===== config.mk =====
export PLATFORM = sky130hd
export DESIGN_NAME = freeSpaceCounter
export DESIGN_NICKNAME = d
export VERILOG_FILES = /design/src/source/fcCmdPkg.sv /design/src/source/fcTablePkg.sv /design/src/source/freeSpaceCounter.sv
export VERILOG_INCLUDE_DIRS = /design/src /design/src/include
export SDC_FILE = /design/constraint.sdc
export NUM_CORES = 1
export LEC_CHECK = 0
export BUFFER_PORTS_ARGS = -buffer_cell sky130_fd_sc_hd__buf_4
export CORE_MARGIN = 3
export CORE_UTILIZATION = 40
export CTS_BUF_LIST = sky130_fd_sc_hd__clkbuf_4 sky130_fd_sc_hd__clkbuf_8
export DETAILED_ROUTE_END_ITERATION = 8
export GPL_TIMING_DRIVEN = 0
export MAX_ROUTING_LAYER = met4
export PLACE_DENSITY_LB_ADDON = 0.25
export SLEW_MARGIN = 20
export SYNTH_ARGS = -nofsm -noshare
export SYNTH_HDL_FRONTEND = slang
export SYNTH_SLANG_ARGS = --single-unit
export TNS_END_PERCENT = 100

===== constraint.sdc =====
create_clock -name CLK -period 6 [get_ports CLK]
set_clock_uncertainty 0.15 [all_clocks]
set_input_delay 0.3 -clock CLK [delete_from_list [all_inputs] [get_ports CLK]]
set_output_delay 0.3 -clock CLK [all_outputs]
set_load 0.005 [all_outputs]

===== src/include/fc_consts.svh =====
`ifndef FC_CONSTS_SVH
`define FC_CONSTS_SVH

// --------------------------------------------------------------------------
// table geometry
// --------------------------------------------------------------------------

// index width for the free-object table
`define FC_INDEX_W 8
// total table entries
`define FC_ENTRIES 256
// descriptor entries sit below this index
// objects sit at and above it
`define FC_REGION 128

// --------------------------------------------------------------------------
// field widths
// --------------------------------------------------------------------------

`define FC_SEL_W 24
`define FC_LEN_W 32
// byte totals need headroom above a single length
`define FC_MEM_W 40

`endif


===== src/source/fcCmdPkg.sv =====
package fcCmdPkg;

	// opcodes accepted on the command port
	typedef enum logic [3:0] {
		opWrite,
		opClear,
		opFreeObj,
		opFreeEntry,
		opFit,
		opUsedEntry,
		opCalc,
		opMemAdd,
		opMemSub,
		opMemReset
	} cacheOp;

	// tag carried along with each scan address
	typedef enum logic [2:0] {
		scanNone,
		scanClear,
		scanFree,
		scanFit,
		scanUsed,
		scanCalc
	} scanKind;

endpackage


===== src/source/fcTablePkg.sv =====
`include "fc_consts.svh"

package fcTablePkg;

	// entry index into the free-object table
	typedef logic [`FC_INDEX_W-1:0] tableIndex;

	// object selector
	// zero selector marks a free slot
	typedef logic [`FC_SEL_W-1:0] selector;

	// object length in bytes
	typedef logic [`FC_LEN_W-1:0] objLength;

	// running byte totals
	// wide enough to sum a full object region
	typedef logic [`FC_MEM_W-1:0] memTotal;

endpackage


===== src/source/freeSpaceCounter.sv =====
`timescale 1ns/10ps

module freeSpaceCounter
	import fcTablePkg::*;
	import fcCmdPkg::*;
(
	input logic CLK,
	input logic RESETn,
	input logic memCmdValid,
	input cacheOp memOp,
	input objLength memLength,
	output memTotal freeMem
);

	// --------------------------------------------------------------------------
	// free-memory accumulator
	// --------------------------------------------------------------------------
	always_ff @(posedge CLK) begin
		if (!RESETn) begin
			freeMem <= '0;
		end else if (memCmdValid) begin
			case (memOp)
				opMemAdd: freeMem <= freeMem + memTotal'(memLength);
				// release frees the length plus one byte
				opMemSub: freeMem <= freeMem - memTotal'(memLength) - memTotal'(1);
				opMemReset: freeMem <= '0;
				default: freeMem <= freeMem;
			endcase
		end
	end

	// wraps modulo 2^40 by width

endmodule


After elaboration in Yosys (flattened, before gate mapping)
Cells that the tools add are included.
{"block": "word_totals", "ff_bits": 40, "inputBits": 39, "out_inout_bits": 40, "wordCells": 10}
{"block": "op_classes", "addsub": 3, "eq_ne": 3, "mux": 1, "n_reduce_logical": 2}
{"op": "40-bit one-hot mux with 3 select lines", "n": 1}
{"op": "40-bit by 32-bit adder with 40-bit output", "n": 1}
{"op": "40-bit by 1-bit subtractor with 40-bit output, second input constant", "n": 1}
{"op": "40-bit by 32-bit subtractor with 40-bit output", "n": 1}
{"op": "4-bit equality test, second input constant", "n": 2}
{"op": "4-bit by 3-bit equality test with 1-bit output, second input constant", "n": 1}
{"op": "3-bit nonzero test", "n": 1}
{"op": "2-bit AND reduction", "n": 1}

Depth between registers and ports, before layout
{"block": "depth", "ltp_word": 3, "ltp_mapped": 13, "depth_no_buf": 13}

Least setup slack after synthesis
No wires, ideal clock.
{"block": "synth_path", "kind": "reg2reg", "startpoint": "register freeMem[0]", "endpoint": "register freeMem[28]", "arrival_time_ns": 2.665, "required_time_ns": 5.773, "path_slack_ns": 3.109, "path_stages_with_launch": 13, "n_path_buf": 0, "synth_period_minus_slack_ns": 2.891, "cell_sequence": "dfxtp_1 -> ha_1 -> inv_1 -> fa_1 -> nor2b_1 -> o2111ai_1 -> a21oi_1 -> o21ai_1 -> a21o_1 -> o2111ai_1 -> nand3_1 -> a2111o_1 -> a41oi_2"}
{"block": "synth_via", "elab_chain_cells": 3}
{"item": "start, declared", "line": "freeSpaceCounter.sv:12", "text": "output memTotal freeMem"}
{"item": "start signal, assigned", "line": "freeSpaceCounter.sv:23", "text": "opMemAdd: freeMem <= freeMem + memTotal'(memLength);"}
{"item": "start signal, assigned", "line": "freeSpaceCounter.sv:25", "text": "opMemSub: freeMem <= freeMem - memTotal'(memLength) - memTotal'(1);"}
{"item": "start signal, assigned", "line": "freeSpaceCounter.sv:27", "text": "default: freeMem <= freeMem;"}
{"item": "40-bit by 32-bit subtractor with 40-bit output", "line": "freeSpaceCounter.sv:25"}
{"item": "40-bit by 1-bit subtractor with 40-bit output", "line": "freeSpaceCounter.sv:25"}
{"item": "40-bit one-hot mux with 3 select lines *", "line": "freeSpaceCounter.sv:22", "text": "case (memOp)"}
Mark *: on every way between the ends. The rest lies on a longest branch, timed or not.
A chain may end at the register's enable or synchronous reset.

Worst setup path after layout
{"block": "layout_path", "startpoint": "register freeMem[16]", "endpoint": "register freeMem[39]"}
The elaborated chain is that of the path after synthesis.

==> metrics.yaml <==
route:
  drt_iter0_markers: 790
  routed_wl_um: 22500
  route.detailed.drc: 0
  vias: 7006
  drt-pass1-iter-count: 6
  vias_per_cell: 6.26
  ant_nets: 0
  post_drt_wl_per_cell_um: 20.1
placed_design:
  pre_cts_ws_ns: 2.34
  io_buffers: 78
  gp_congestion: 1.01
  dpl.hpwl_um: 16800
sta:
  drv_slew: 0
  final_hold_viol_count: 0
  maxSlewHeadroom: 0.322
  fin_ws_ns: 2.15
  max_freq_ghz: 0.260
  period_minus_slack_ns: 3.85
  holdWs_ns: 0.144
  tightestPinTransition_ns: 0.992
  setup_viol: 0
  post-route-period-util: 0.642
  setup_tns_ns: 0
  rsz0062_at_grt: "false"
worst_setup_path:
  crit_required_ns: 6.05
  arrival_ns: 3.90
  path_class: "flop to flop"
  setup.worst_path.start_class: "flop"
  crit_path_end_kind: "flop"
  worstPathMaxFanout: 10
grt:
  grt_max_degree: 14
  first_global_vias: 6406
  grt_antenna_before_repair: 0
  grt_pass1_wl_um: 35000
  gr-total-overflow: 0
  grtUsageTotal: 0.279
cts:
  clk_pin_slew_ns: 0.10
  clock_latency_ns: 0.34
  postCtsSetupBuffers: 0
  cts_hold_buffers: 0
  cts_root_buf: "clkbuf_8"
  clkSinkCount: 40
  cts_buffer_depth: 2
  cts_resized: 0
  htree_levels: 2
  numCtsBuffers: 5
  tritoncts: "built"
synth:
  synth_area_leaders: "dfxtp_1 14%, ha_1 14%, a21oi_1 8.0%"
  synth_top_area_share: 0.136
  ys_seq_area_frac: 0.136
  syn_inst: 853
  ys_async_sr_fraction: 0
  synthTopCellsByCount: "94 x a21oi_1, 86 x nor2_1, 77 x nand2_1, 64 x ha_1, 60 x inv_1"
  synthFlopType: "dfxtp_1"
  synth_largest_area_cell: "dfxtp_1"
  synth_seq_cells: 40
  netlist_area_sq_mm: 0.00587
  synth_edf_count: 0
  syn_area_per_cell_sq_um: 6.88
  syn-num-nets: 958
  ys_types: 79
  yosysMostFrequentCell: "a21oi_1"
  yosys_warnings: 0
die:
  die_y_um: 127
  fp.dieW_um: 127
  initial_core_util: 0.417
  ioPinCount: 79
  core_sq_mm: 0.0141
  fp-row-count: 43
  die_area_sq_mm: 0.0162
cells_and_area:
  drive_gt1_frac: 0.126
  layout.nets: 1043
  reg.largest.list: "freeMem x40"
  top_register: "freeMem"
  antennaDiodeCount: 0
  largest_reg_flops: 40
  areaGrowthSynthToFinish_pct: 15.9
min_path:
  holdCritPathClass: "input port to flop"
power:
  p_per_area_mw_per_mm2: 134
  p_leak_nw: 3.02
  peakVddDrop_mv: 0.0840
run_status:
  outcome: "completed"
job:
  drv_cap: 0
-- final cells by class --
cell class / count / area, sq um
timing repair buffer: 78 / 586
clock buffer: 6 / 82.6
tap: 180 / 225
sequential: 40 / 801
multi-input combinational: 701 / 4630
clock inverter: 2 / 38.8
fill: 1476 / 7290
buffer: 52 / 211
inverter: 60 / 225
-- per-stage QoR --
step | utilization | area (sq um) | total power [mW] | instances
floorplan | - | 5870 | 0.524 | 853
global placement | 0.474 | 6680 | 0.639 | 1111
detailed placement | 0.474 | 6680 | 0.641 | 1111
CTS | 0.483 | 6800 | 0.908 | 1119
global route | 0.483 | 6800 | 0.963 | 1119
finish | 0.483 | 6800 | 0.909 | 1119
-- layer usage --
layer / track usage / routed length (um) / share of wire
met1: 0.369 / 9470 / 0.42
met2: 0.421 / 9710 / 0.43
met3: 0.0460 / 2250 / 0.10
met4: 0.122 / 1100 / 0.049
met5: - / 0 / 0
-- cells in the final DEF, fill, tap and decap left out, drive strengths merged, types with 24 or more instances in the layout --
cell,synthesis,final
a21o,24,24
a21oi,94,94
buf,14,92
clkbuf,38,44
dfxtp,40,40
ha,64,64
inv,60,60
nand2,77,77
nand3,28,28
nor2,87,87
nor3,26,26
o211ai,25,25
o21ai,41,41
-- kinds of logic (layout without fill, tap and decap cells) --
| family | Yosys count | in the layout | synth area share |
|---|---|---|---|
| buf+inv | 112 | 198 | 0.0744 |
| compound gates | 327 | 327 | 0.387 |
| fa+ha+maj | 66 | 66 | 0.143 |
| xor+xnor | 11 | 11 | 0.0164 |
| flops | 40 | 40 | 0.136 |
| simple gates | 293 | 293 | 0.236 |
| mux | 4 | 4 | 0.00682 |
-- report_power, final --
group | internal, mW | switching [mW] | leakage [nW]
registers | 0.276 | 0.0123 | 0.325
clock network | 0.136 | 0.127 | 0.0614
logic | 0.132 | 0.226 | 2.63
total | 0.544 | 0.365 | 3.02
-- worst max-delay path, cell delays in order (launching register included) --
cell	delay [ns]
dfxtp_1	0.43
ha_1	0.29
buf_2	0.19
a21oi_1	0.19
o21bai_1	0.14
a2111oi_0	0.86
a2111oi_0	0.41
o31ai_2	0.46
o21ai_1	0.16
a21o_1	0.20
a21oi_1	0.13
o22ai_1	0.10
-- worst paths after layout --
path	slack (ns)	end	start	depth (start not counted)
hold / removal	0.14	freeMem[39]	RESETn	3
setup reg to reg	2.15	freeMem[39]	freeMem[16]	11
setup / recovery	2.15	freeMem[39]	freeMem[16]	11
hold reg to reg	0.34	freeMem[17]	freeMem[17]	2
Power figures use the tool's default switching activity.
