File: config.mk
export PLATFORM = sky130hd
export DESIGN_NAME = scanSequencer
export DESIGN_NICKNAME = d
export VERILOG_FILES = /design/src/source/fcCmdPkg.sv /design/src/source/fcTablePkg.sv /design/src/source/scanSequencer.sv
export VERILOG_INCLUDE_DIRS = /design/src /design/src/include
export SDC_FILE = /design/constraint.sdc
export NUM_CORES = 1
export LEC_CHECK = 0
export BUFFER_PORTS_ARGS = -buffer_cell sky130_fd_sc_hd__buf_2
export CORE_UTILIZATION = 25
export DETAILED_ROUTE_END_ITERATION = 10
export GPL_ROUTABILITY_DRIVEN = 0
export PLACE_DENSITY_LB_ADDON = 0.12
export SLEW_MARGIN = 20
export SYNTH_ARGS = -nofsm -noshare
export SYNTH_HDL_FRONTEND = slang
export SYNTH_SLANG_ARGS = --single-unit
File: constraint.sdc
create_clock -name CLK -period 4.15 [get_ports CLK]
set_input_delay 0.6225 -clock CLK [delete_from_list [all_inputs] [get_ports CLK]]
set_output_delay 0.6225 -clock CLK [all_outputs]
set_load 0.01 [all_outputs]
File: src/include/fc_consts.svh
`ifndef FC_CONSTS_SVH
`define FC_CONSTS_SVH

// --------------------------------------------------------------------------
// table geometry
// --------------------------------------------------------------------------

// index width for the free-object table
`define FC_INDEX_W 8
// total table entries
`define FC_ENTRIES 256
// descriptor entries sit below this index
// objects sit at and above it
`define FC_REGION 128

// --------------------------------------------------------------------------
// field widths
// --------------------------------------------------------------------------

`define FC_SEL_W 24
`define FC_LEN_W 32
// byte totals need headroom above a single length
`define FC_MEM_W 40

`endif

File: src/source/fcCmdPkg.sv
package fcCmdPkg;

	// opcodes accepted on the command port
	typedef enum logic [3:0] {
		opWrite,
		opClear,
		opFreeObj,
		opFreeEntry,
		opFit,
		opUsedEntry,
		opCalc,
		opMemAdd,
		opMemSub,
		opMemReset
	} cacheOp;

	// tag carried along with each scan address
	typedef enum logic [2:0] {
		scanNone,
		scanClear,
		scanFree,
		scanFit,
		scanUsed,
		scanCalc
	} scanKind;

endpackage

File: src/source/fcTablePkg.sv
`include "fc_consts.svh"

package fcTablePkg;

	// entry index into the free-object table
	typedef logic [`FC_INDEX_W-1:0] tableIndex;

	// object selector
	// zero selector marks a free slot
	typedef logic [`FC_SEL_W-1:0] selector;

	// object length in bytes
	typedef logic [`FC_LEN_W-1:0] objLength;

	// running byte totals
	// wide enough to sum a full object region
	typedef logic [`FC_MEM_W-1:0] memTotal;

endpackage

File: src/source/scanSequencer.sv
`timescale 1ns/10ps
`include "fc_consts.svh"

module scanSequencer
	import fcTablePkg::*;
	import fcCmdPkg::*;
(
	input logic CLK,
	input logic RESETn,
	// command port
	input logic cmdValid,
	input cacheOp cmdOp,
	input tableIndex cmdIndex,
	input selector cmdSel,
	input objLength cmdLength,
	output logic cmdReady,
	// result handshake
	input logic resReady,
	output logic resValid,
	// evaluator control
	input logic hit,
	output logic scanStart,
	output objLength fitLength,
	// table RAM
	output tableIndex ramAddr,
	output logic ramWe,
	output selector ramSel,
	output objLength ramLength,
	// tagged address stream
	output logic issueValid,
	output scanKind issueKind,
	output tableIndex issueIndex,
	// free-space counter
	output logic memCmdValid,
	output cacheOp memOp,
	output objLength memLength
);

	typedef enum logic [1:0] {stIdle, stScan, stDrain, stReport} seqState;

	seqState state;
	tableIndex endAddr;
	logic evalPending;
	logic [1:0] inFlight;
	logic accept;
	logic scanOp;
	scanKind startKind;
	tableIndex startAddr;
	tableIndex lastAddr;

	assign accept = cmdValid & cmdReady;
	// evaluator tag follows the RAM address
	assign issueIndex = ramAddr;
	// one address in the RAM, one in the evaluator
	assign inFlight = {1'b0, issueValid} + {1'b0, evalPending};

	// --------------------------------------------------------------------------
	// region and tag per scan opcode
	// --------------------------------------------------------------------------
	always_comb begin
		scanOp = 1'b1;
		startKind = scanNone;
		startAddr = tableIndex'(`FC_REGION);
		lastAddr = tableIndex'(`FC_ENTRIES - 1);
		case (cmdOp)
			opClear: begin
				startKind = scanClear;
				startAddr = '0;
			end
			opFreeObj: startKind = scanFree;
			opFreeEntry: begin
				startKind = scanFree;
				startAddr = '0;
				lastAddr = tableIndex'(`FC_REGION - 1);
			end
			opFit: startKind = scanFit;
			opUsedEntry: begin
				startKind = scanUsed;
				startAddr = '0;
				lastAddr = tableIndex'(`FC_REGION - 1);
			end
			opCalc: startKind = scanCalc;
			// write and free-memory ops
			default: scanOp = 1'b0;
		endcase
	end

	// --------------------------------------------------------------------------
	// control FSM and address counter
	// --------------------------------------------------------------------------
	always_ff @(posedge CLK) begin
		if (!RESETn) begin
			state <= stIdle;
			cmdReady <= 1'b0;
			resValid <= 1'b0;
			scanStart <= 1'b0;
			ramWe <= 1'b0;
			ramAddr <= '0;
			issueValid <= 1'b0;
			issueKind <= scanNone;
			evalPending <= 1'b0;
			memCmdValid <= 1'b0;
		end else begin
			scanStart <= 1'b0;
			memCmdValid <= 1'b0;
			evalPending <= issueValid;
			case (state)
				stIdle: begin
					cmdReady <= 1'b1;
					ramWe <= 1'b0;
					if (accept && scanOp) begin
						state <= stScan;
						cmdReady <= 1'b0;
						scanStart <= 1'b1;
						issueValid <= 1'b1;
						issueKind <= startKind;
						ramAddr <= startAddr;
						// clear writes zero on every scan step
						ramWe <= (startKind == scanClear);
					end else if (accept && cmdOp == opWrite) begin
						ramWe <= 1'b1;
						ramAddr <= cmdIndex;
					end else if (accept) begin
						memCmdValid <= 1'b1;
					end
				end
				stScan: begin
					if (hit || ramAddr == endAddr) begin
						// stop issuing, anything behind a hit is dropped
						state <= hit ? stReport : stDrain;
						resValid <= hit;
						issueValid <= 1'b0;
						issueKind <= scanNone;
						ramWe <= 1'b0;
					end else begin
						ramAddr <= ramAddr + tableIndex'(1);
					end
				end
				stDrain: begin
					// wait for the last address to leave the evaluator
					if (hit || inFlight == 2'd0) begin
						state <= stReport;
						resValid <= 1'b1;
					end
				end
				stReport: begin
					if (resReady) begin
						state <= stIdle;
						resValid <= 1'b0;
						cmdReady <= 1'b1;
					end
				end
				default: state <= stIdle;
			endcase
		end
	end

	// payload latched on acceptance
	always_ff @(posedge CLK) begin
		if (accept) begin
			fitLength <= cmdLength;
			endAddr <= lastAddr;
			// zero data for clear scans
			ramSel <= scanOp ? '0 : cmdSel;
			ramLength <= scanOp ? '0 : cmdLength;
			memOp <= cmdOp;
			memLength <= cmdLength;
		end
	end

endmodule

[Word-level counts from Yosys, hierarchy flattened]
Index checks and enable logic that the tools add are counted.
W data, S select, Z words.
Word-level totals
  register bits: 120
  input port bits: 73
  output and inout bits: 149
  word-level logic and storage cells: 91
Cells by class
  add/sub/neg operators: 2
  eq/ne operators: 17
  mux-type cells: 32
  bitwise gates (word level): 3
  reductions and logical operators: 22
Operators by type and width (number)
  $mux W8: 5
  $pmux W8 S2: 1
  $pmux W3 S5: 1
  $mux W1: 13
  $eq A4 B3 Y1 const B: 3
  $ne A2 B2 Y1 const B: 5
  $add A8 B1 Y8 const B: 1
  $eq A4 B2 Y1 const B: 2
  $eq A8 B8 Y1: 1
  $mux W2: 4
  $pmux W2 S4: 1
  $reduce_and A4 Y1: 2
  $mux W3: 2
  $pmux W1 S2: 3
  $pmux W3 S2: 1
  $reduce_and A2 Y1: 3
  $reduce_and A3 Y1: 2
  $reduce_or A6 Y1: 1
  $eq A2 B2 Y1 const B: 2
  $eq A4 B1 Y1 const B: 1
  $logic_not A2 Y1: 2
  $logic_not A4 Y1: 1
  $reduce_bool A2 Y1: 2
  $reduce_or A2 Y1: 2
  12 further kinds: 15

[Depth between registers and ports, before layout]
  depth in word-level cells: 6
  mapped depth: 7
  gate-level depth less buffers: 6

[Least setup slack after synthesis]
OpenSTA, ideal clock, no wires.
  path type: input port to flip-flop
  start: input cmdValid
  end: register memCmdValid
  library setup time: 0.079 ns
  arrival time: 3.235 ns
  required time: 4.071 ns
  setup slack: 0.836 ns
  stages: 3
  buffers on the path: 0
  path through: and2_1 nand3_1 a21oi_1
On the way
  longest elaborated chain between the ends: 3
  elaborated cells between the ends (all ways): 5
  classes of those cells: 1 x mux; 1 x bitwise; 3 x reduce/logical
Ends and longest elaborated chain
  start: declaration: RTL line scanSequencer.sv:11  | input logic cmdValid,
  $and A1 B1 Y1 (*): RTL line scanSequencer.sv:51  | assign accept = cmdValid & cmdReady;
  $logic_and A1 B1 Y1, on equally long branches: RTL line scanSequencer.sv:111, scanSequencer.sv:120
  $reduce_or A4 Y1 (no line)
  end signal: assignment: RTL line scanSequencer.sv:102  | memCmdValid <= 1'b0;
  end signal: assignment: RTL line scanSequencer.sv:105  | memCmdValid <= 1'b0;
  end signal: assignment: RTL line scanSequencer.sv:124  | memCmdValid <= 1'b1;
  end: declaration: RTL line scanSequencer.sv:34  | output logic memCmdValid,
Every way passes the cells marked *; elsewhere a longest branch is shown, timed or not.
A chain may end at the register's enable or synchronous reset.

[Worst setup path in the final report]
  start: register state[1]
  end: register ramAddr[4] (netlist: issueIndex[4])
On the way
  longest elaborated chain between the ends: 3
  elaborated cells between the ends (all ways): 7
  classes of those cells: 3 x eq/ne; 1 x mux; 3 x reduce/logical
Ends and longest elaborated chain
  start: declaration: RTL line scanSequencer.sv:41  | seqState state;
  start signal: assignment: RTL line scanSequencer.sv:93  | state <= stIdle;
  start signal: assignment: RTL line scanSequencer.sv:112  | state <= stScan;
  start signal: assignment: RTL line scanSequencer.sv:130  | state <= hit ? stReport : stDrain;
  $eq A2 B1 Y1 / $logic_not A2 Y1 (equally long branches): RTL line scanSequencer.sv:107  | case (state)
  $ne A2 B2 Y1 (no line) (tied with other cells)
  $reduce_and A3 Y1 (no line)
  end signal: assignment: RTL line scanSequencer.sv:117  | ramAddr <= startAddr;
  end signal: assignment: RTL line scanSequencer.sv:122  | ramAddr <= cmdIndex;
  end signal: assignment: RTL line scanSequencer.sv:136  | ramAddr <= ramAddr + tableIndex'(1);
  end: declaration: RTL line scanSequencer.sv:25  | output tableIndex ramAddr,
Several ways; a longest one is shown, not always the timed one.

==> impl_metrics.py <==
metrics = {
    "critical_path": {
        "cp-startpoint": "state[1]$_SDFFE_PN0P_",
        "startpoint_type": "flop",
        "r2r_start": "state[1]$_SDFFE_PN0P_",
        "crit_required_ns": 4.42,
        "path_cells": "inv_1 > ha_1 > nor2_1 > a21oi_1 > and3_1 > a311oi_1",
        "critPathMaxFanout": 29,
        "crit_type": "reg -> reg",
        "cp_top_family": "adder cells",
        "cpPeakStageDelay_ns": 0.83,
        "rr_endpoint": "issueIndex[4]$_SDFFE_PN0P_",
        "slowest_stage": "ha_1",
        "reg2reg_slack_ns": 1.28,
        "arrival_ns": 3.14,
        "ff2ff_path_depth": 6,
        "end_kind": "flop",
        "critPathBufInv": 1,
    },
    "logic_synthesis": {
        "synth.avg_cell_area_um2": 13.34,
        "synth_ff_type": "edfxtp_1",
        "ys_seq_area_share_pct": 65.77,
        "synth_top_area_share_pct": 57.53,
        "synth.most_common_cell": "edfxtp_1",
        "synth_edf_count": 93,
        "yosysTopAreaCell": "edfxtp_1",
        "postSynthCellCount": 364,
        "synth-seq-cells": 113,
        "ys.warnings.count": 0,
        "yosysUniqueCellTypes": 53,
        "async_flop_share_pct": 0,
        "synth_area_leaders": "edfxtp_1 58%, dfxtp_1 8.2%, and2_1 7.5%",
        "syn-cell-area_um2": 4855,
        "synth_common_cells": "93 x edfxtp_1, 58 x and2_1, 40 x buf_4",
        "syn-num-nets": 442,
    },
    "power": {
        "p_clk_share_pct": 45.2,
        "leakage_nw": 2.715,
        "comb_power_share_pct": 10.2,
        "powerDensity_nw_per_um2": 459.7,
        "switching_share_pct": 26.03,
        "p_sw_mw": 0.7763,
        "p_int_mw": 2.206,
        "seqPwrFrac_pct": 44.6,
        "peakVddDrop_mv": 0.2726,
        "power_mw": 2.982,
    },
    "cells_and_area": {
        "multi_input_area_um2": 1256,
        "drive_gt1_share_pct": 47.87,
        "final.fill_count": 1942,
        "layout.nets": 629,
        "seqCellArea_um2": 3193,
        "design_area_um2": 6487,
        "antenna_cells": 0,
        "area_growth_pct": 33.63,
    },
    "sta": {
        "rsz0062_at_grt": "false",
        "slew_violations": 0,
        "slew_headroom_pct": 33.89,
        "hold_violations": 0,
        "worstMarginPinSlew_ns": 0.9917,
        "post-route-period-util_pct": 69.08,
        "fin_skew_ns": 0.006847,
        "fmax_mhz": 348.8,
        "fin_crit_ns": 2.867,
        "setup_viol": 0,
        "tns_ns": 0,
    },
    "route": {
        "wirelength_mm": 12.79,
        "drt-wirelength-per-cell_um": 15.52,
        "drc_errors": 0,
        "via_per_inst": 4.322,
        "vias": 3561,
        "initialDrtViolationCount": 99,
        "detail_route.first_pass.iterations": 4,
        "antenna_left": 0,
    },
    "min_path": {
        "hold_class": "in -> reg",
        "hold_start": "cmdLength[19]",
        "hold_path_depth": 1,
        "hold_end": "memLength[19]$_DFFE_PP_",
    },
    "floorplan": {
        "start_util_pct": 25.70,
        "die_area_um2": 19980,
        "ios": 222,
        "die_w_um": 141.4,
        "rows": 50,
        "core-area_um2": 18890,
        "die_h_um": 141.4,
    },
    "cts": {
        "tritoncts": "done",
        "cts_setup_buffers": 0,
        "insertion_delay_ns": 0.40,
        "cts-root-buf": "clkbuf_16",
        "clk_pin_slew_worst_paths_ns": 0.06,
        "numCtsBuffers": 17,
        "cts_sinks": 113,
        "post_cts_resized": 0,
        "cts_hold_buf": 0,
        "htreeDepth": 4,
        "cts_buffer_depth": 2,
    },
    "grt": {
        "grt_use_total_pct": 12.76,
        "grt_pass1_vias": 3381,
        "antenna_found_initial": 1,
        "grt_pass1_wl_mm": 19.04,
        "overflow": 0,
        "grt_max_degree": 35,
    },
    "outcome": {
        "outcome": "finished clean",
    },
    "place": {
        "dpl_cell_area_um2": 5937,
        "post-dp-hpwl_mm": 9.166,
        "numPortBuffers": 221,
    },
    "job": {
        "maxCapViolations": 0,
    },
}
==> routing by layer <==
| metal | global-route usage, % | vias up | routed length (um) |
|---|---|---|---|
| li1 | - | 1671 | - |
| met1 | 14.89 | 1710 | 5505 |
| met2 | 21.65 | 160 | 6162 |
| met3 | 4.354 | 18 | 936 |
| met4 | 4.691 | 2 | 170 |
| met5 | 0 | - | 17 |
==> how the worst max path moves through the flow <==
stage                     cells past startpoint                         end  slack, ns
after global placement                        6  issueIndex[4]$_SDFFE_PN0P_       1.44
after global routing                          6  issueIndex[1]$_SDFFE_PN0P_       1.07
final                                         6  issueIndex[4]$_SDFFE_PN0P_       1.28
after floorplan                               3      memCmdValid$_SDFF_PP0_       0.84
after detailed placement                      6  issueIndex[4]$_SDFFE_PN0P_       1.35
after CTS                                     6  issueIndex[4]$_SDFFE_PN0P_       1.32
==> kinds of logic after synthesis <==
family                   synth area share (%)
AO/OA/AOI/OAI                           7.939
XOR/XNOR                               0.7218
adder cells (fa/ha/maj)                 1.289
buffers and inverters                   8.402
flip-flops                              65.77
multiplexers                           0.8505
AND/OR/NAND/NOR                         15.03
==> state kept, by name (all words and copies together) (netlist names) <==
signal	flops
ramWe	1
ramSel	24
state	2
endAddr	1
ramLength	32
issueKind	3
scanStart	1
issueIndex	8
memOp	4
evalPending	1
cmdReady	1
memCmdValid	1
resValid	1
memLength	32
issueValid	1
==> cell usage in the layout, fill, tap and decap left out, types with 4 or more instances in the layout <==
master / instances
nand3_1: 6
dfxtp_1: 20
nor2_1: 7
nand2_1: 22
o21ai_0: 7
and2_1: 57
ha_1: 5
edfxtp_1: 93
o31ai_1: 4
clkbuf_16: 17
nand3b_1: 5
a21oi_1: 4
inv_1: 9
a31o_2: 5
buf_2: 221
inv_6: 6
a41oi_1: 6
==> per-stage QoR <==
stage / util (%) / instances / hold slack [ns] / setup WS, ns
floorplan: - / 364 / 0.4791 / 0.8358
global placement: 31.42 / 792 / 0.4570 / 1.440
detailed placement: 31.42 / 792 / 0.4533 / 1.348
CTS: 34.34 / 824 / 0.3710 / 1.325
global route: 34.34 / 824 / 0.3640 / 1.068
finish: 34.34 / 824 / 0.3953 / 1.283
==> power by group through the flow <==
stage | Combinational [mW] | Clock [mW] | Sequential (mW)
after floorplan | 0.158 | 0 | 1.38
after global routing | 0.335 | 1.44 | 1.34
after CTS | 0.310 | 1.39 | 1.33
final | 0.304 | 1.35 | 1.33
after global placement | 0.309 | 0 | 1.35
after detailed placement | 0.308 | 0 | 1.36
==> final cells by class <==
class                      instances  share of cell area [%]
sequential                       113                   49.22
timing repair buffer             224                   17.40
tap                              260                   5.014
inverter                           9                  0.5207
clock inverter                    15                   1.929
clock buffer                      17                   6.557
multi-input combinational        186                   19.36
Note: power is estimated with default switching activity, not from simulation.
