--- src/include/fc_consts.svh ---
`ifndef FC_CONSTS_SVH
`define FC_CONSTS_SVH

// --------------------------------------------------------------------------
// table geometry
// --------------------------------------------------------------------------

// index width for the free-object table
`define FC_INDEX_W 8
// total table entries
`define FC_ENTRIES 256
// descriptor entries sit below this index
// objects sit at and above it
`define FC_REGION 128

// --------------------------------------------------------------------------
// field widths
// --------------------------------------------------------------------------

`define FC_SEL_W 24
`define FC_LEN_W 32
// byte totals need headroom above a single length
`define FC_MEM_W 40

`endif

--- src/source/fcCmdPkg.sv ---
package fcCmdPkg;

	// opcodes accepted on the command port
	typedef enum logic [3:0] {
		opWrite,
		opClear,
		opFreeObj,
		opFreeEntry,
		opFit,
		opUsedEntry,
		opCalc,
		opMemAdd,
		opMemSub,
		opMemReset
	} cacheOp;

	// tag carried along with each scan address
	typedef enum logic [2:0] {
		scanNone,
		scanClear,
		scanFree,
		scanFit,
		scanUsed,
		scanCalc
	} scanKind;

endpackage

--- src/source/fcTablePkg.sv ---
`include "fc_consts.svh"

package fcTablePkg;

	// entry index into the free-object table
	typedef logic [`FC_INDEX_W-1:0] tableIndex;

	// object selector
	// zero selector marks a free slot
	typedef logic [`FC_SEL_W-1:0] selector;

	// object length in bytes
	typedef logic [`FC_LEN_W-1:0] objLength;

	// running byte totals
	// wide enough to sum a full object region
	typedef logic [`FC_MEM_W-1:0] memTotal;

endpackage

--- src/source/matchEvaluator.sv ---
`timescale 1ns/10ps

module matchEvaluator
	import fcTablePkg::*;
	import fcCmdPkg::*;
(
	input logic CLK,
	input logic RESETn,
	input logic scanStart,
	input objLength fitLength,
	// tagged address stream
	input logic issueValid,
	input scanKind issueKind,
	input tableIndex issueIndex,
	// RAM read data
	input selector rdSel,
	input objLength rdLength,
	output logic hit,
	// found entry
	output logic resFound,
	output tableIndex resIndex,
	output selector resSel,
	output objLength resLength,
	output memTotal cachedMem
);

	logic tagValid;
	scanKind tagKind;
	tableIndex tagIndex;
	logic match;

	// tag delayed one cycle to meet the RAM data
	always_ff @(posedge CLK) begin
		if (!RESETn) begin
			tagValid <= 1'b0;
			tagKind <= scanNone;
		end else begin
			tagValid <= issueValid;
			tagKind <= issueKind;
		end
	end

	always_ff @(posedge CLK) begin
		tagIndex <= issueIndex;
	end

	// --------------------------------------------------------------------------
	// scan rules
	// --------------------------------------------------------------------------
	always_comb begin
		case (tagKind)
			scanFree: match = (rdSel == '0);
			scanFit: match = (rdLength >= fitLength);
			scanUsed: match = (rdSel != '0);
			// clear and calc never stop early
			default: match = 1'b0;
		endcase
	end

	// only the first match counts
	assign hit = tagValid & match & ~resFound;

	always_ff @(posedge CLK) begin
		if (!RESETn) begin
			resFound <= 1'b0;
			cachedMem <= '0;
		end else begin
			if (scanStart) begin
				resFound <= 1'b0;
			end else if (hit) begin
				resFound <= 1'b1;
			end
			// sum restarts only for calc scans
			if (scanStart && issueKind == scanCalc) begin
				cachedMem <= '0;
			end else if (tagValid && tagKind == scanCalc) begin
				cachedMem <= cachedMem + memTotal'(rdLength);
			end
		end
	end

	// found entry capture
	always_ff @(posedge CLK) begin
		if (hit) begin
			resIndex <= tagIndex;
			resSel <= rdSel;
			resLength <= rdLength;
		end
	end

endmodule

--- config.mk ---
export PLATFORM = sky130hd
export DESIGN_NAME = matchEvaluator
export DESIGN_NICKNAME = d
export VERILOG_FILES = /design/src/source/fcCmdPkg.sv /design/src/source/fcTablePkg.sv /design/src/source/matchEvaluator.sv
export VERILOG_INCLUDE_DIRS = /design/src /design/src/include
export SDC_FILE = /design/constraint.sdc
export NUM_CORES = 1
export LEC_CHECK = 0
export BUFFER_PORTS_ARGS = -buffer_cell sky130_fd_sc_hd__buf_2
export CELL_PAD_IN_SITES_DETAIL_PLACEMENT = 1
export CELL_PAD_IN_SITES_GLOBAL_PLACEMENT = 1
export CORE_ASPECT_RATIO = 1.4
export CORE_MARGIN = 2
export CORE_UTILIZATION = 35
export CTS_CLUSTER_DIAMETER = 150
export DETAILED_ROUTE_END_ITERATION = 10
export PLACE_DENSITY = 0.88
export SYNTH_ARGS = -nofsm -noshare
export SYNTH_HDL_FRONTEND = slang
export SYNTH_SLANG_ARGS = --single-unit
--- constraint.sdc ---
create_clock -name CLK -period 6.5 [get_ports CLK]
set_clock_uncertainty 0.15 [all_clocks]
set_input_delay 1.95 -clock CLK [delete_from_list [all_inputs] [get_ports CLK]]
set_output_delay 1.95 -clock CLK [all_outputs]
set_load 0.01 [all_outputs]
# Word-level counts from Yosys, hierarchy flattened
# Cells that the tools add are included.
word_totals:
  ff_bits: 117
  input_bits: 103
  word_cells: 26
op_classes:
  addsub: 1
  n_mux: 1
  reduce_logical: 6
  order_cmp: 1
  n_eq_ne: 5
  bitwise_logic: 4
ops:
  columns: ["op", "n"]
  rows:
  - ["40-bit by 32-bit adder with 40-bit output", 1]
  - ["32-bit >= comparator", 1]
  - ["24-bit logical NOT", 1]
  - ["24-bit nonzero test", 1]
  - ["3-bit equality test (second input constant)", 3]
  - ["3-bit by 2-bit equality test with 1-bit output (second input constant)", 2]
  - ["2-bit OR reduction", 2]
  - ["1-bit one-hot mux with 3 select lines", 1]
  - ["1-bit bitwise AND", 2]
  - ["1-bit logical AND", 2]
  - ["1-bit inverter", 2]

# Longest topological paths before layout
# Gate-level depths: netlist of run 1.
depth:
  depth_word: 4
  depth_mapped: 13
  mapped_depth_nobuf: 13

# Worst setup path before layout of run 1
# OpenSTA, ideal clock, no wires.
synth_timing:
  kind: "in2out"
  from: "in fitLength[27]"
  to: "out hit"
  required_time_ps: 4400
  path_stages: 6
  setup_slack_ps: -398
  arrival_time_ps: 4798
  path_cell_list: "inv_1 -> ha_1 -> nand4_1 -> or4_1 -> nor3_1 -> o31a_1"
synth_via:
  elab_chain_cells: 4
synth_lines:
  columns: ["item", "line_no", "source"]
  rows:
  - ["start: declaration", "matchEvaluator.sv:10", "input objLength fitLength,"]
  - ["32-bit >= comparator", "matchEvaluator.sv:53", "scanFit: match = (rdLength >= fitLength);"]
  - ["1-bit one-hot mux with 3 select lines", "matchEvaluator.sv:51", "case (tagKind)"]
  - ["1-bit bitwise AND (2 in a row)", "matchEvaluator.sv:61", "assign hit = tagValid & match & ~resFound;"]
  - ["end: declaration", "matchEvaluator.sv:18", "output logic hit,"]
# Every way passes these cells.

# Worst setup path after layout of run 1
layout_timing:
  from: "in rdLength[0]"
  to: "out hit"
layout_via:
  elab_chain_cells: 4
layout_lines:
  columns: ["item", "line_no", "source"]
  rows:
  - ["start: declaration", "matchEvaluator.sv:17", "input objLength rdLength,"]
  - ["32-bit >= comparator", "matchEvaluator.sv:53", null]
  - ["1-bit one-hot mux with 3 select lines", "matchEvaluator.sv:51", null]
  - ["1-bit bitwise AND (2 in a row)", "matchEvaluator.sv:61", null]
# Every way passes these cells.

==> results.json, run 1 <==
{
  "drt_pre_antenna_iters": 4,
  "filler_cell_count": 2028,
  "fp.dieH_um": 162,
  "insertedDiodeCount": 0,
  "hpwl_um": 14800,
  "floorplan.initialDensity": 0.358,
  "synth_top_area_cell": "sky130_fd_sc_hd__edfxtp_1",
  "vias": 5473,
  "layout.nets": 991,
  "endpoint_type_of_the_worst_setup_path": "output pin",
  "category_of_the_most_critical_setup_path": "primary input to output pin",
  "drc": 0,
  "final_util": 0.471,
  "final_hold_vio_count": 0,
  "synth.top_cells.by_area": "sky130_fd_sc_hd__edfxtp_1 31%, sky130_fd_sc_hd__dfxtp_1 17%, sky130_fd_sc_hd__ha_1 13%, sky130_fd_sc_hd__a21oi_1 4.8%, sky130_fd_sc_hd__nand2_1 3.9%",
  "grtUsageTotal": 0.214,
  "yosysTopAreaCellShare": 0.310,
  "initial_antenna_violation_count": 0,
  "min_path_type": "flop to flop",
  "clkLatencyLatePin_ns": 0.42,
  "fin_tns_setup_ns": 0,
  "synth_async_sr_flop_share": 0,
  "grt_overflow_total": 0,
  "drt-wirelength-per-cell_um": 18.4,
  "core_area_um2": 17300,
  "most-common-layout-cells": "208 x sky130_fd_sc_hd__buf_2, 64 x sky130_fd_sc_hd__nand2_1, 64 x sky130_fd_sc_hd__ha_1, 64 x sky130_fd_sc_hd__edfxtp_1, 58 x sky130_fd_sc_hd__a21oi_1",
  "maxSlewViolCount": 0,
  "avgViaCountPerCell": 5.11,
  "vdd_drop_max_uv": 133,
  "unrepaired_setup_endpoints_after_global_routing": "no",
  "timing.max_cap.violations": 0,
  "ratio_of_cells_with_drive_above_1_in_the_final_layout": 0.311,
  "maximum_number_of_pins_on_one_net_before_global_route_repair": 66,
  "layout_commonest_cell": "sky130_fd_sc_hd__buf_2",
  "gpl_congestion": 0.811,
  "synth_enable_flop_cells": 64,
  "wirelength_um": 19700,
  "yosys_warnings": 0,
  "io_buffers": 208,
  "ys_ff_latch": 117,
  "cp.buffers_inverters": 4,
  "path_clk_slew_ns": 0.06,
  "critical_path_peak_fanout": 2,
  "layout.cells.non_filler": 1072,
  "worst_setup_path_start_kind": "primary input",
  "cpLargestDelayFamily": "compound AO/OA/AOI/OAI gates",
  "dp_cells": 1040,
  "area_delta_synth_final_pct": 31.6,
  "critPathSlowestCell": "sky130_fd_sc_hd__a2111oi_2",
  "cts_hold_buffers": 0,
  "root_cell_of_the_clock_tree": "sky130_fd_sc_hd__clkbuf_16",
  "ctsHtreeMaxLevel": 4,
  "cts_tree": "built",
  "maxClockFrequency_ghz": 0.157,
  "placementRows": 57,
  "net_count_synth": 770,
  "synth_sequential_area_ratio": 0.481,
  "timing.max_slew.rel_slack": 0.389,
  "synthCells": 602,
  "clkSinkCount": 117,
  "synth.distinct_cells": 60,
  "worst_pin_slew_ns": 0.916,
  "boundaryPins": 209,
  "setup-violations-final": 0,
  "postSynthAreaPerCell_um2": 10.3,
  "synth_area_um2": 6200,
  "grt_pass1_wl_um": 30800,
  "outcome": "completed",
  "fin_total_pwr_mw": 1.96,
  "drtIter0Drc": 237,
  "required_ns": 4.40,
  "design.die.area_um2": 18800,
  "layout_worst_path_cycle_share": 0.980,
  "slowest_delay_ns": 0.40,
  "path_cells": "buf_2 > inv_1 > ha_1 > nand2b_1 > a21o_1 > a21o_1 > a21oi_2 > o211ai_1 > a2111oi_2 > buf_4 > nor3_1 > o31a_4 > buf_2",
  "worstPathArrival_ns": 4.27,
  "cts_inserted_buffers": 17,
  "powerDensity_nw_per_um2": 240,
  "number_of_global_route_vias_before_repair": 5878,
  "ctsLongestPathBuffers": 2,
  "synth_top_flop_cell": "sky130_fd_sc_hd__edfxtp_1",
  "cellLeakagePower_nw": 3.80,
  "min_period_ns": 6.37,
  "postCtsSetupBuffers": 0,
  "die_width_um": 117,
  "drtAntennaViolNets": 0
}
==> power by group <==
| part | leakage, nW | internal [mW] | switching [mW] |
|---|---|---|---|
| Sequential | 1.01 | 0.796 | 0.00517 |
| Combinational | 2.48 | 0.0754 | 0.103 |
| Clock | 0.299 | 0.619 | 0.362 |
| Total | 3.80 | 1.49 | 0.471 |
==> registers in the layout (all words and copies together), names as in the netlist <==
name	flops
resSel	24
resFound	1
resLength	32
cachedMem	40
tagKind	3
resIndex	8
tagValid	1
tagIndex	8
==> synthesized netlist by cell type (all sizes together) (4+ instances only) <==
master and n:
nor4 9, nand2b 4, nor2b 11, and3 12, dfxtp 53, a21oi 60
o21a 12, clkbuf 9, and2 6, nand2 64, xnor2 20, nor3 8
inv 40, a211oi 9, edfxtp 64, xor2 8, a31oi 6, nor2 37
nand3 8, a21o 23, ha 64, o21ai 24, nand4 9, a2111oi 4
==> final timing paths <==
check                           slack, ns  cells past startpoint            end    startpoint
worst min register to register       0.25                      0    resIndex[7]   tagIndex[7]
worst max register to register       3.23                     13  cachedMem[32]  cachedMem[0]
worst max-delay path                 0.13                     13            hit   rdLength[0]
worst min-delay path                 0.25                      0    resIndex[7]   tagIndex[7]
==> worst reg2reg max path, cell delays in order, from the launching register on <==
cell	delay, ns
sky130_fd_sc_hd__dfxtp_1	0.36
sky130_fd_sc_hd__ha_1	0.23
sky130_fd_sc_hd__inv_1	0.07
sky130_fd_sc_hd__fa_1	0.39
sky130_fd_sc_hd__nor2b_1	0.22
sky130_fd_sc_hd__o2111ai_1	0.17
sky130_fd_sc_hd__a21oi_1	0.24
sky130_fd_sc_hd__o211ai_1	0.26
sky130_fd_sc_hd__nand2_1	0.14
sky130_fd_sc_hd__a211oi_2	0.11
sky130_fd_sc_hd__a21o_1	0.23
sky130_fd_sc_hd__o31ai_1	0.34
sky130_fd_sc_hd__xnor2_1	0.17
sky130_fd_sc_hd__nor2_1	0.05
==> per-layer routing <==
layer | part of all wire | GRT usage | wire (µm) | up-vias
met5 | 0 | 0 | 0 | -
met4 | 0.027 | 0.0828 | 533 | 0
met3 | 0.040 | 0.0458 | 794 | 35
met2 | 0.56 | 0.400 | 11000 | 125
met1 | 0.37 | 0.230 | 7370 | 2667
li1 | - | - | - | 2646
==> through the flow <==
stage / instance area [µm²] / hold WS, ns / setup WS (ns)
6_report: 8170 / 0.253 / 0.130
5_1_grt: 8170 / 0.261 / 0.0168
4_1_cts: 8160 / 0.257 / 0.0233
3_5_place_dp: 7540 / 0.243 / 0.0359
3_3_place_gp: 7540 / 0.235 / 0.0134
2_1_floorplan: 6200 / 0.236 / 0.346
==> timing repair <==
| item | in CTS | in global routing |
|---|---|---|
| gates cloned | 0 | 0 |
| resized for setup | 1 | 2 |
| pin swaps | 0 | 5 |
| setup endpoints to repair | 1 | 1 |
==> layout make-up <==
| class | instances | area [µm²] | share of cell area |
|---|---|---|---|
| multi-input combinational | 433 | 3040 | 0.372 |
| timing repair buffer | 214 | 1090 | 0.133 |
| sequential | 117 | 2980 | 0.365 |
| tap | 236 | 295 | 0.0362 |
| clock inverter | 13 | 173 | 0.0211 |
| inverter | 40 | 150 | 0.0184 |
| clock buffer | 19 | 443 | 0.0542 |
==> cell families (layout without fill, tap and decap cells) <==
| kind of cell | Yosys count | in the layout | synth area share |
|---|---|---|---|
| XOR/XNOR | 28 | 28 | 0.0395 |
| AND/OR/NAND/NOR | 177 | 177 | 0.139 |
| multiplexers | 1 | 1 | 0.00161 |
| adder cells (fa/ha/maj) | 65 | 65 | 0.132 |
| buffers and inverters | 52 | 286 | 0.0327 |
| AO/OA/AOI/OAI | 162 | 162 | 0.174 |
| flip-flops | 117 | 117 | 0.481 |
(Power assumes the default switching activity.)
==> run 2: changes to the inputs <==
--- a/config.mk
+++ b/config.mk
@@ -15,6 +15,7 @@
 export CTS_CLUSTER_DIAMETER = 150
 export DETAILED_ROUTE_END_ITERATION = 10
 export PLACE_DENSITY = 0.88
+export SETUP_SLACK_MARGIN = 0.5
 export SYNTH_ARGS = -nofsm -noshare
 export SYNTH_HDL_FRONTEND = slang
 export SYNTH_SLANG_ARGS = --single-unit
==> run 2 against run 1 <==
Against the previous run:
- via count rose by 0.37%
- sequential cell count did not move
- cell count barely moved
- sequential share of layout area barely moved
- core utilization barely moved
- worst hold slack barely moved
- first-iteration DRC count fell by 41%
- design area barely moved
- global-route usage rose by 0.21 points
- critical path type unchanged
- largest cell class unchanged
- largest power group unchanged
==> results.json, run 2 (synthesized netlist as in run 1, its figures left out) <==
{
  "worst_setup_path_start_kind": "primary input",
  "die_width_um": 117,
  "critical_path_peak_fanout": 2,
  "cpMostUsedCell": "sky130_fd_sc_hd__a21o_1",
  "ctsLongestPathBuffers": 2,
  "cts_inserted_buffers": 17,
  "maxClockFrequency_ghz": 0.161,
  "critPathSlowestCell": "sky130_fd_sc_hd__o31a_4",
  "layout.nets": 991,
  "top_register": "cachedMem",
  "fin_total_pwr_mw": 1.91,
  "largest_register_ff_count": 40,
  "largestRegisters": "cachedMem: 40 flops, resLength: 32 flops, resSel: 24 flops",
  "category_of_the_most_critical_setup_path": "primary input to output pin",
  "most-common-layout-cells": "205 x sky130_fd_sc_hd__buf_2, 64 x sky130_fd_sc_hd__nand2_1, 64 x sky130_fd_sc_hd__edfxtp_1, 63 x sky130_fd_sc_hd__ha_1, 58 x sky130_fd_sc_hd__a21oi_1",
  "core_area_um2": 17300,
  "io_buffers": 208,
  "unrepaired_setup_endpoints_after_global_routing": "yes",
  "placementRows": 57,
  "outcome": "completed",
  "final_hold_vio_count": 0,
  "endpoint_type_of_the_worst_setup_path": "output pin",
  "ratio_of_cells_with_drive_above_1_in_the_final_layout": 0.312,
  "cts_tree": "built",
  "path_clk_slew_ns": 0.06,
  "root_cell_of_the_clock_tree": "sky130_fd_sc_hd__clkbuf_16",
  "grtUsageTotal": 0.217,
  "drtIter0Drc": 141,
  "worstPathArrival_ns": 4.11,
  "drc": 0,
  "layout_commonest_cell": "sky130_fd_sc_hd__buf_2",
  "ctsHtreeMaxLevel": 4,
  "boundaryPins": 209,
  "maximum_number_of_pins_on_one_net_before_global_route_repair": 66,
  "fp.dieH_um": 162,
  "wirelength_um": 20000,
  "maxSlewViolCount": 0,
  "clkLatencyLatePin_ns": 0.42,
  "area_delta_synth_final_pct": 31.8,
  "drt_pre_antenna_iters": 5,
  "grt_pass1_wl_um": 30700,
  "slowest_delay_ns": 0.38,
  "min_path_type": "flop to flop",
  "vias": 5493,
  "number_of_global_route_vias_before_repair": 5810,
  "avgViaCountPerCell": 5.12,
  "vdd_drop_max_uv": 132,
  "floorplan.initialDensity": 0.358,
  "clkSinkCount": 117,
  "cellLeakagePower_nw": 3.78,
  "hpwl_um": 15500,
  "grt_overflow_total": 0,
  "timing.max_slew.rel_slack": 0.406,
  "powerDensity_nw_per_um2": 234,
  "worst_pin_slew_ns": 0.891,
  "gpl_congestion": 0.873,
  "min_period_ns": 6.21,
  "design.die.area_um2": 18800,
  "required_ns": 4.40,
  "timing.max_cap.violations": 0,
  "drt-wirelength-per-cell_um": 18.7,
  "path_cells": "buf_8 > inv_4 > ha_4 > nand2b_4 > a21o_1 > a21o_1 > a21oi_2 > o211ai_1 > a2111oi_2 > nor3_1 > o31a_4 > buf_6",
  "initial_antenna_violation_count": 1,
  "setup-violations-final": 0,
  "drtAntennaViolNets": 0,
  "layout_worst_path_cycle_share": 0.955,
  "fin_tns_setup_ns": 0
}
==> run 2: what timing repair did <==
action	in CTS	in global routing
pin swaps	8	0
buffers inserted	1	0
endpoints found under the setup margin	1	1
hold buffers	0	0
gates resized for setup	10	0
==> run 2: final timing paths <==
check / from / end / slack (ns) / cells after the start
hold / removal: tagIndex[5] / resIndex[5] / 0.25 / 0
setup reg to reg: cachedMem[0] / cachedMem[38] / 3.25 / 13
hold reg to reg: tagIndex[5] / resIndex[5] / 0.25 / 0
setup / recovery: rdLength[0] / hit / 0.29 / 12
==> run 2: stage by stage <==
stage	setup slack (ns)	std cells	utilization	cell area [µm²]	hold WS (ns)
final	0.290	1073	0.472	8170	0.254
after global routing	0.220	1072	0.472	8170	0.257
after CTS	0.328	1072	0.472	8170	0.254
after detailed placement	0.101	1039	0.436	7550	0.240
after global placement	0.237	1039	0.436	7550	0.236
after floorplan	0.508	602	-	6230	0.236
==> run 2: power breakdown <==
group          total [mW]  switching [mW]  internal, mW
sequential          0.801         0.00516         0.796
combinational       0.182           0.105        0.0775
clock               0.927           0.353         0.574
==> run 2: critical path, delay by kind of cell <==
kind / cells / cell delay (ns)
buf+inv: 3 / 0.27
fa+ha+maj: 1 / 0.18
simple gates: 2 / 0.24
compound gates: 6 / 1.45
==> run 2: cell type report <==
type                    count  area, µm²
fillers                  2040       9160
multi-input cells         433       3060
flip-flops and latches    117       2980
repair buffers            214       1110
clock buffers              20        447
well taps                 236        295
inverters                  40        153
clock inverters            12        128
diodes                      1       2.50
==> run 2: metal layers <==
layer,share of wire,track usage,vias to the layer above
met5,0,0,-
met4,0.025,0.0844,0
met3,0.042,0.0454,33
met2,0.55,0.402,160
met1,0.38,0.235,2654
li1,-,-,2646
==> run 3: changes to the inputs <==
--- a/config.mk
+++ b/config.mk
@@ -6,15 +6,15 @@
 export SDC_FILE = /design/constraint.sdc
 export NUM_CORES = 1
 export LEC_CHECK = 0
-export BUFFER_PORTS_ARGS = -buffer_cell sky130_fd_sc_hd__buf_2
 export CELL_PAD_IN_SITES_DETAIL_PLACEMENT = 1
 export CELL_PAD_IN_SITES_GLOBAL_PLACEMENT = 1
 export CORE_ASPECT_RATIO = 1.4
 export CORE_MARGIN = 2
-export CORE_UTILIZATION = 35
+export CORE_UTILIZATION = 43
 export CTS_CLUSTER_DIAMETER = 150
 export DETAILED_ROUTE_END_ITERATION = 10
-export PLACE_DENSITY = 0.88
+export DONT_BUFFER_PORTS = 1
+export PLACE_DENSITY = 0.85
 export SETUP_SLACK_MARGIN = 0.5
 export SYNTH_ARGS = -nofsm -noshare
 export SYNTH_HDL_FRONTEND = slang
==> run 3 against run 2 <==
Against the previous run:
- clock-buffer cell count decreased by 3
- routed wire length fell by 6.9%
- combinational power decreased by 33%
- sequential share of layout area grew 6.0 points
- clock power down 0.9%
- register-to-register slack got worse by 0.10 ns
- power shrank 3.2%
- critical path type unchanged
- critical endpoint unchanged
- highest routed layer unchanged
==> results.json, run 3 (synthesized netlist as in run 1, its figures left out) <==
{
  "vias": 4766,
  "vdd_drop_max_uv": 135,
  "grtUsageTotal": 0.246,
  "outcome": "completed",
  "timing.max_slew.rel_slack": 0.416,
  "wirelength_um": 18700,
  "critPathSlowestCell": "sky130_fd_sc_hd__a2111oi_2",
  "top_register": "cachedMem",
  "startpoint": "rdLength[0]",
  "r2r_end": "cachedMem[38]",
  "endpoint_type_of_the_worst_setup_path": "output pin",
  "powerDensity_nw_per_um2": 263,
  "design.die.area_um2": 15400,
  "ctsHtreeMaxLevel": 4,
  "cts_tree": "built",
  "min_path_type": "flop to flop",
  "drc": 0,
  "critical_path_peak_fanout": 3,
  "worst_setup_path_start_kind": "primary input",
  "cp-endpoint": "hit",
  "filler_cell_count": 1535,
  "insertedDiodeCount": 0,
  "drtIter0Drc": 182,
  "slowest_delay_ns": 0.38,
  "drt_pre_antenna_iters": 4,
  "cellLeakagePower_nw": 2.88,
  "path_cells": "inv_4 > ha_4 > nand2b_1 > a21o_1 > a21o_1 > a21oi_2 > o211ai_1 > a2111oi_2 > nor3_1 > o31a_4",
  "required_ns": 4.40,
  "fin_total_pwr_mw": 1.85,
  "category_of_the_most_critical_setup_path": "primary input to output pin",
  "largest_register_ff_count": 40,
  "ctsLongestPathBuffers": 2,
  "critical_path.reg2reg.startpoint": "cachedMem[0]",
  "maximum_number_of_pins_on_one_net_before_global_route_repair": 66,
  "hpwl_um": 13700,
  "most-common-layout-cells": "64 x sky130_fd_sc_hd__nand2_1, 64 x sky130_fd_sc_hd__edfxtp_1, 63 x sky130_fd_sc_hd__ha_1, 58 x sky130_fd_sc_hd__a21oi_1, 53 x sky130_fd_sc_hd__dfxtp_1",
  "final_hold_vio_count": 0,
  "gpl_congestion": 0.843,
  "multiInputGateArea_um2": 3050,
  "worst_r2r_path_depth": 13,
  "layout.nets": 782,
  "avgViaCountPerCell": 5.87,
  "layout.area.seq_um2": 2980,
  "grt_pass1_wl_um": 29300,
  "boundaryPins": 209,
  "cts_inserted_buffers": 17,
  "path_clk_slew_ns": 0.06,
  "die_width_um": 106,
  "number_of_global_route_vias_before_repair": 5289,
  "unrepaired_setup_endpoints_after_global_routing": "no",
  "timing.max_cap.violations": 0,
  "placementRows": 51,
  "floorplan.initialDensity": 0.442,
  "setup-violations-final": 0,
  "fin_tns_setup_ns": 0,
  "cpMostUsedCell": "sky130_fd_sc_hd__a21o_1",
  "core_area_um2": 14000,
  "area_delta_synth_final_pct": 13.2,
  "drtAntennaViolNets": 0,
  "hold_depth": 0,
  "ratio_of_cells_with_drive_above_1_in_the_final_layout": 0.0845,
  "io_buffers": 0,
  "worst_pin_slew_ns": 0.876,
  "cpLargestDelayFamily": "compound AO/OA/AOI/OAI gates",
  "root_cell_of_the_clock_tree": "sky130_fd_sc_hd__clkbuf_16",
  "fp.dieH_um": 146,
  "drt-wirelength-per-cell_um": 23.0,
  "largestRegisters": "cachedMem: 40 flops, resLength: 32 flops, resSel: 24 flops",
  "initial_antenna_violation_count": 0,
  "r2r_setup_slack_ns": 3.15,
  "worstPathArrival_ns": 3.78,
  "layout_worst_path_cycle_share": 0.904,
  "maxSlewViolCount": 0,
  "clkSinkCount": 117,
  "clkLatencyLatePin_ns": 0.42,
  "maxClockFrequency_ghz": 0.170,
  "worst-path-stages": 10,
  "min_period_ns": 5.88,
  "cts_hold_buffers": 0,
  "cp.buffers_inverters": 1,
  "grt_overflow_total": 0
}
[run 3: cell count changes in the layout (fill, tap and decap cells not counted), moves of 2 or more]
cell | previous run | this run
sky130_fd_sc_hd__clkinv_4 | 0 | 2
sky130_fd_sc_hd__inv_8 | 0 | 2
sky130_fd_sc_hd__buf_6 | 2 | 0
sky130_fd_sc_hd__buf_2 | 205 | 0
sky130_fd_sc_hd__clkbuf_1 | 2 | 0
sky130_fd_sc_hd__inv_6 | 3 | 5
sky130_fd_sc_hd__clkinv_2 | 3 | 1
[run 3: repair_timing]
action                                  in CTS  in global routing
endpoints found under the setup margin       0                  1
resized for setup                            0                  3
setup buffers                                0                  0
[run 3: through the flow]
step / utilization / hold WS (ns) / setup WS, ns / std cells / instance area, µm²
2_1_floorplan: - / 0.236 / 0.508 / 602 / 6230
3_3_place_gp: 0.459 / 0.235 / 0.559 / 780 / 6440
3_5_place_dp: 0.459 / 0.240 / 0.528 / 780 / 6440
4_1_cts: 0.500 / 0.254 / 0.544 / 812 / 7010
5_1_grt: 0.500 / 0.259 / 0.513 / 812 / 7020
6_report: 0.500 / 0.255 / 0.623 / 812 / 7020
[run 3: how the worst min path moves through the flow]
stage / start / to / slack (ns)
after global routing: tagIndex[2] / resIndex[2] / 0.26
final: tagIndex[2] / resIndex[2] / 0.25
after CTS: tagIndex[2] / resIndex[2] / 0.25
after global placement: tagIndex[2] / resIndex[2] / 0.24
after detailed placement: tagIndex[2] / resIndex[2] / 0.24
after floorplan: tagIndex[0] / resIndex[0] / 0.24
[run 3: power by group]
part	internal [mW]	switching, mW	total [mW]
clock network	0.535	0.383	0.919
registers	0.796	0.0121	0.808
logic	0.0480	0.0743	0.122
[run 3: area by class of cell]
class / count / area share
Clock buffer: 17 / 0.0606
Clock inverter: 15 / 0.0207
Inverter: 40 / 0.0217
Multi-Input combinational cell: 433 / 0.434
Sequential cell: 117 / 0.425
Tap cell: 185 / 0.0330
Timing Repair Buffer: 5 / 0.00534
[run 3: metal layers]
metal / vias to the layer above / GRT usage / share of wire
li1: 2228 / - / -
met1: 2372 / 0.243 / 0.35
met2: 132 / 0.467 / 0.56
met3: 34 / 0.0683 / 0.053
met4: 0 / 0.114 / 0.035
met5: - / 0 / 0
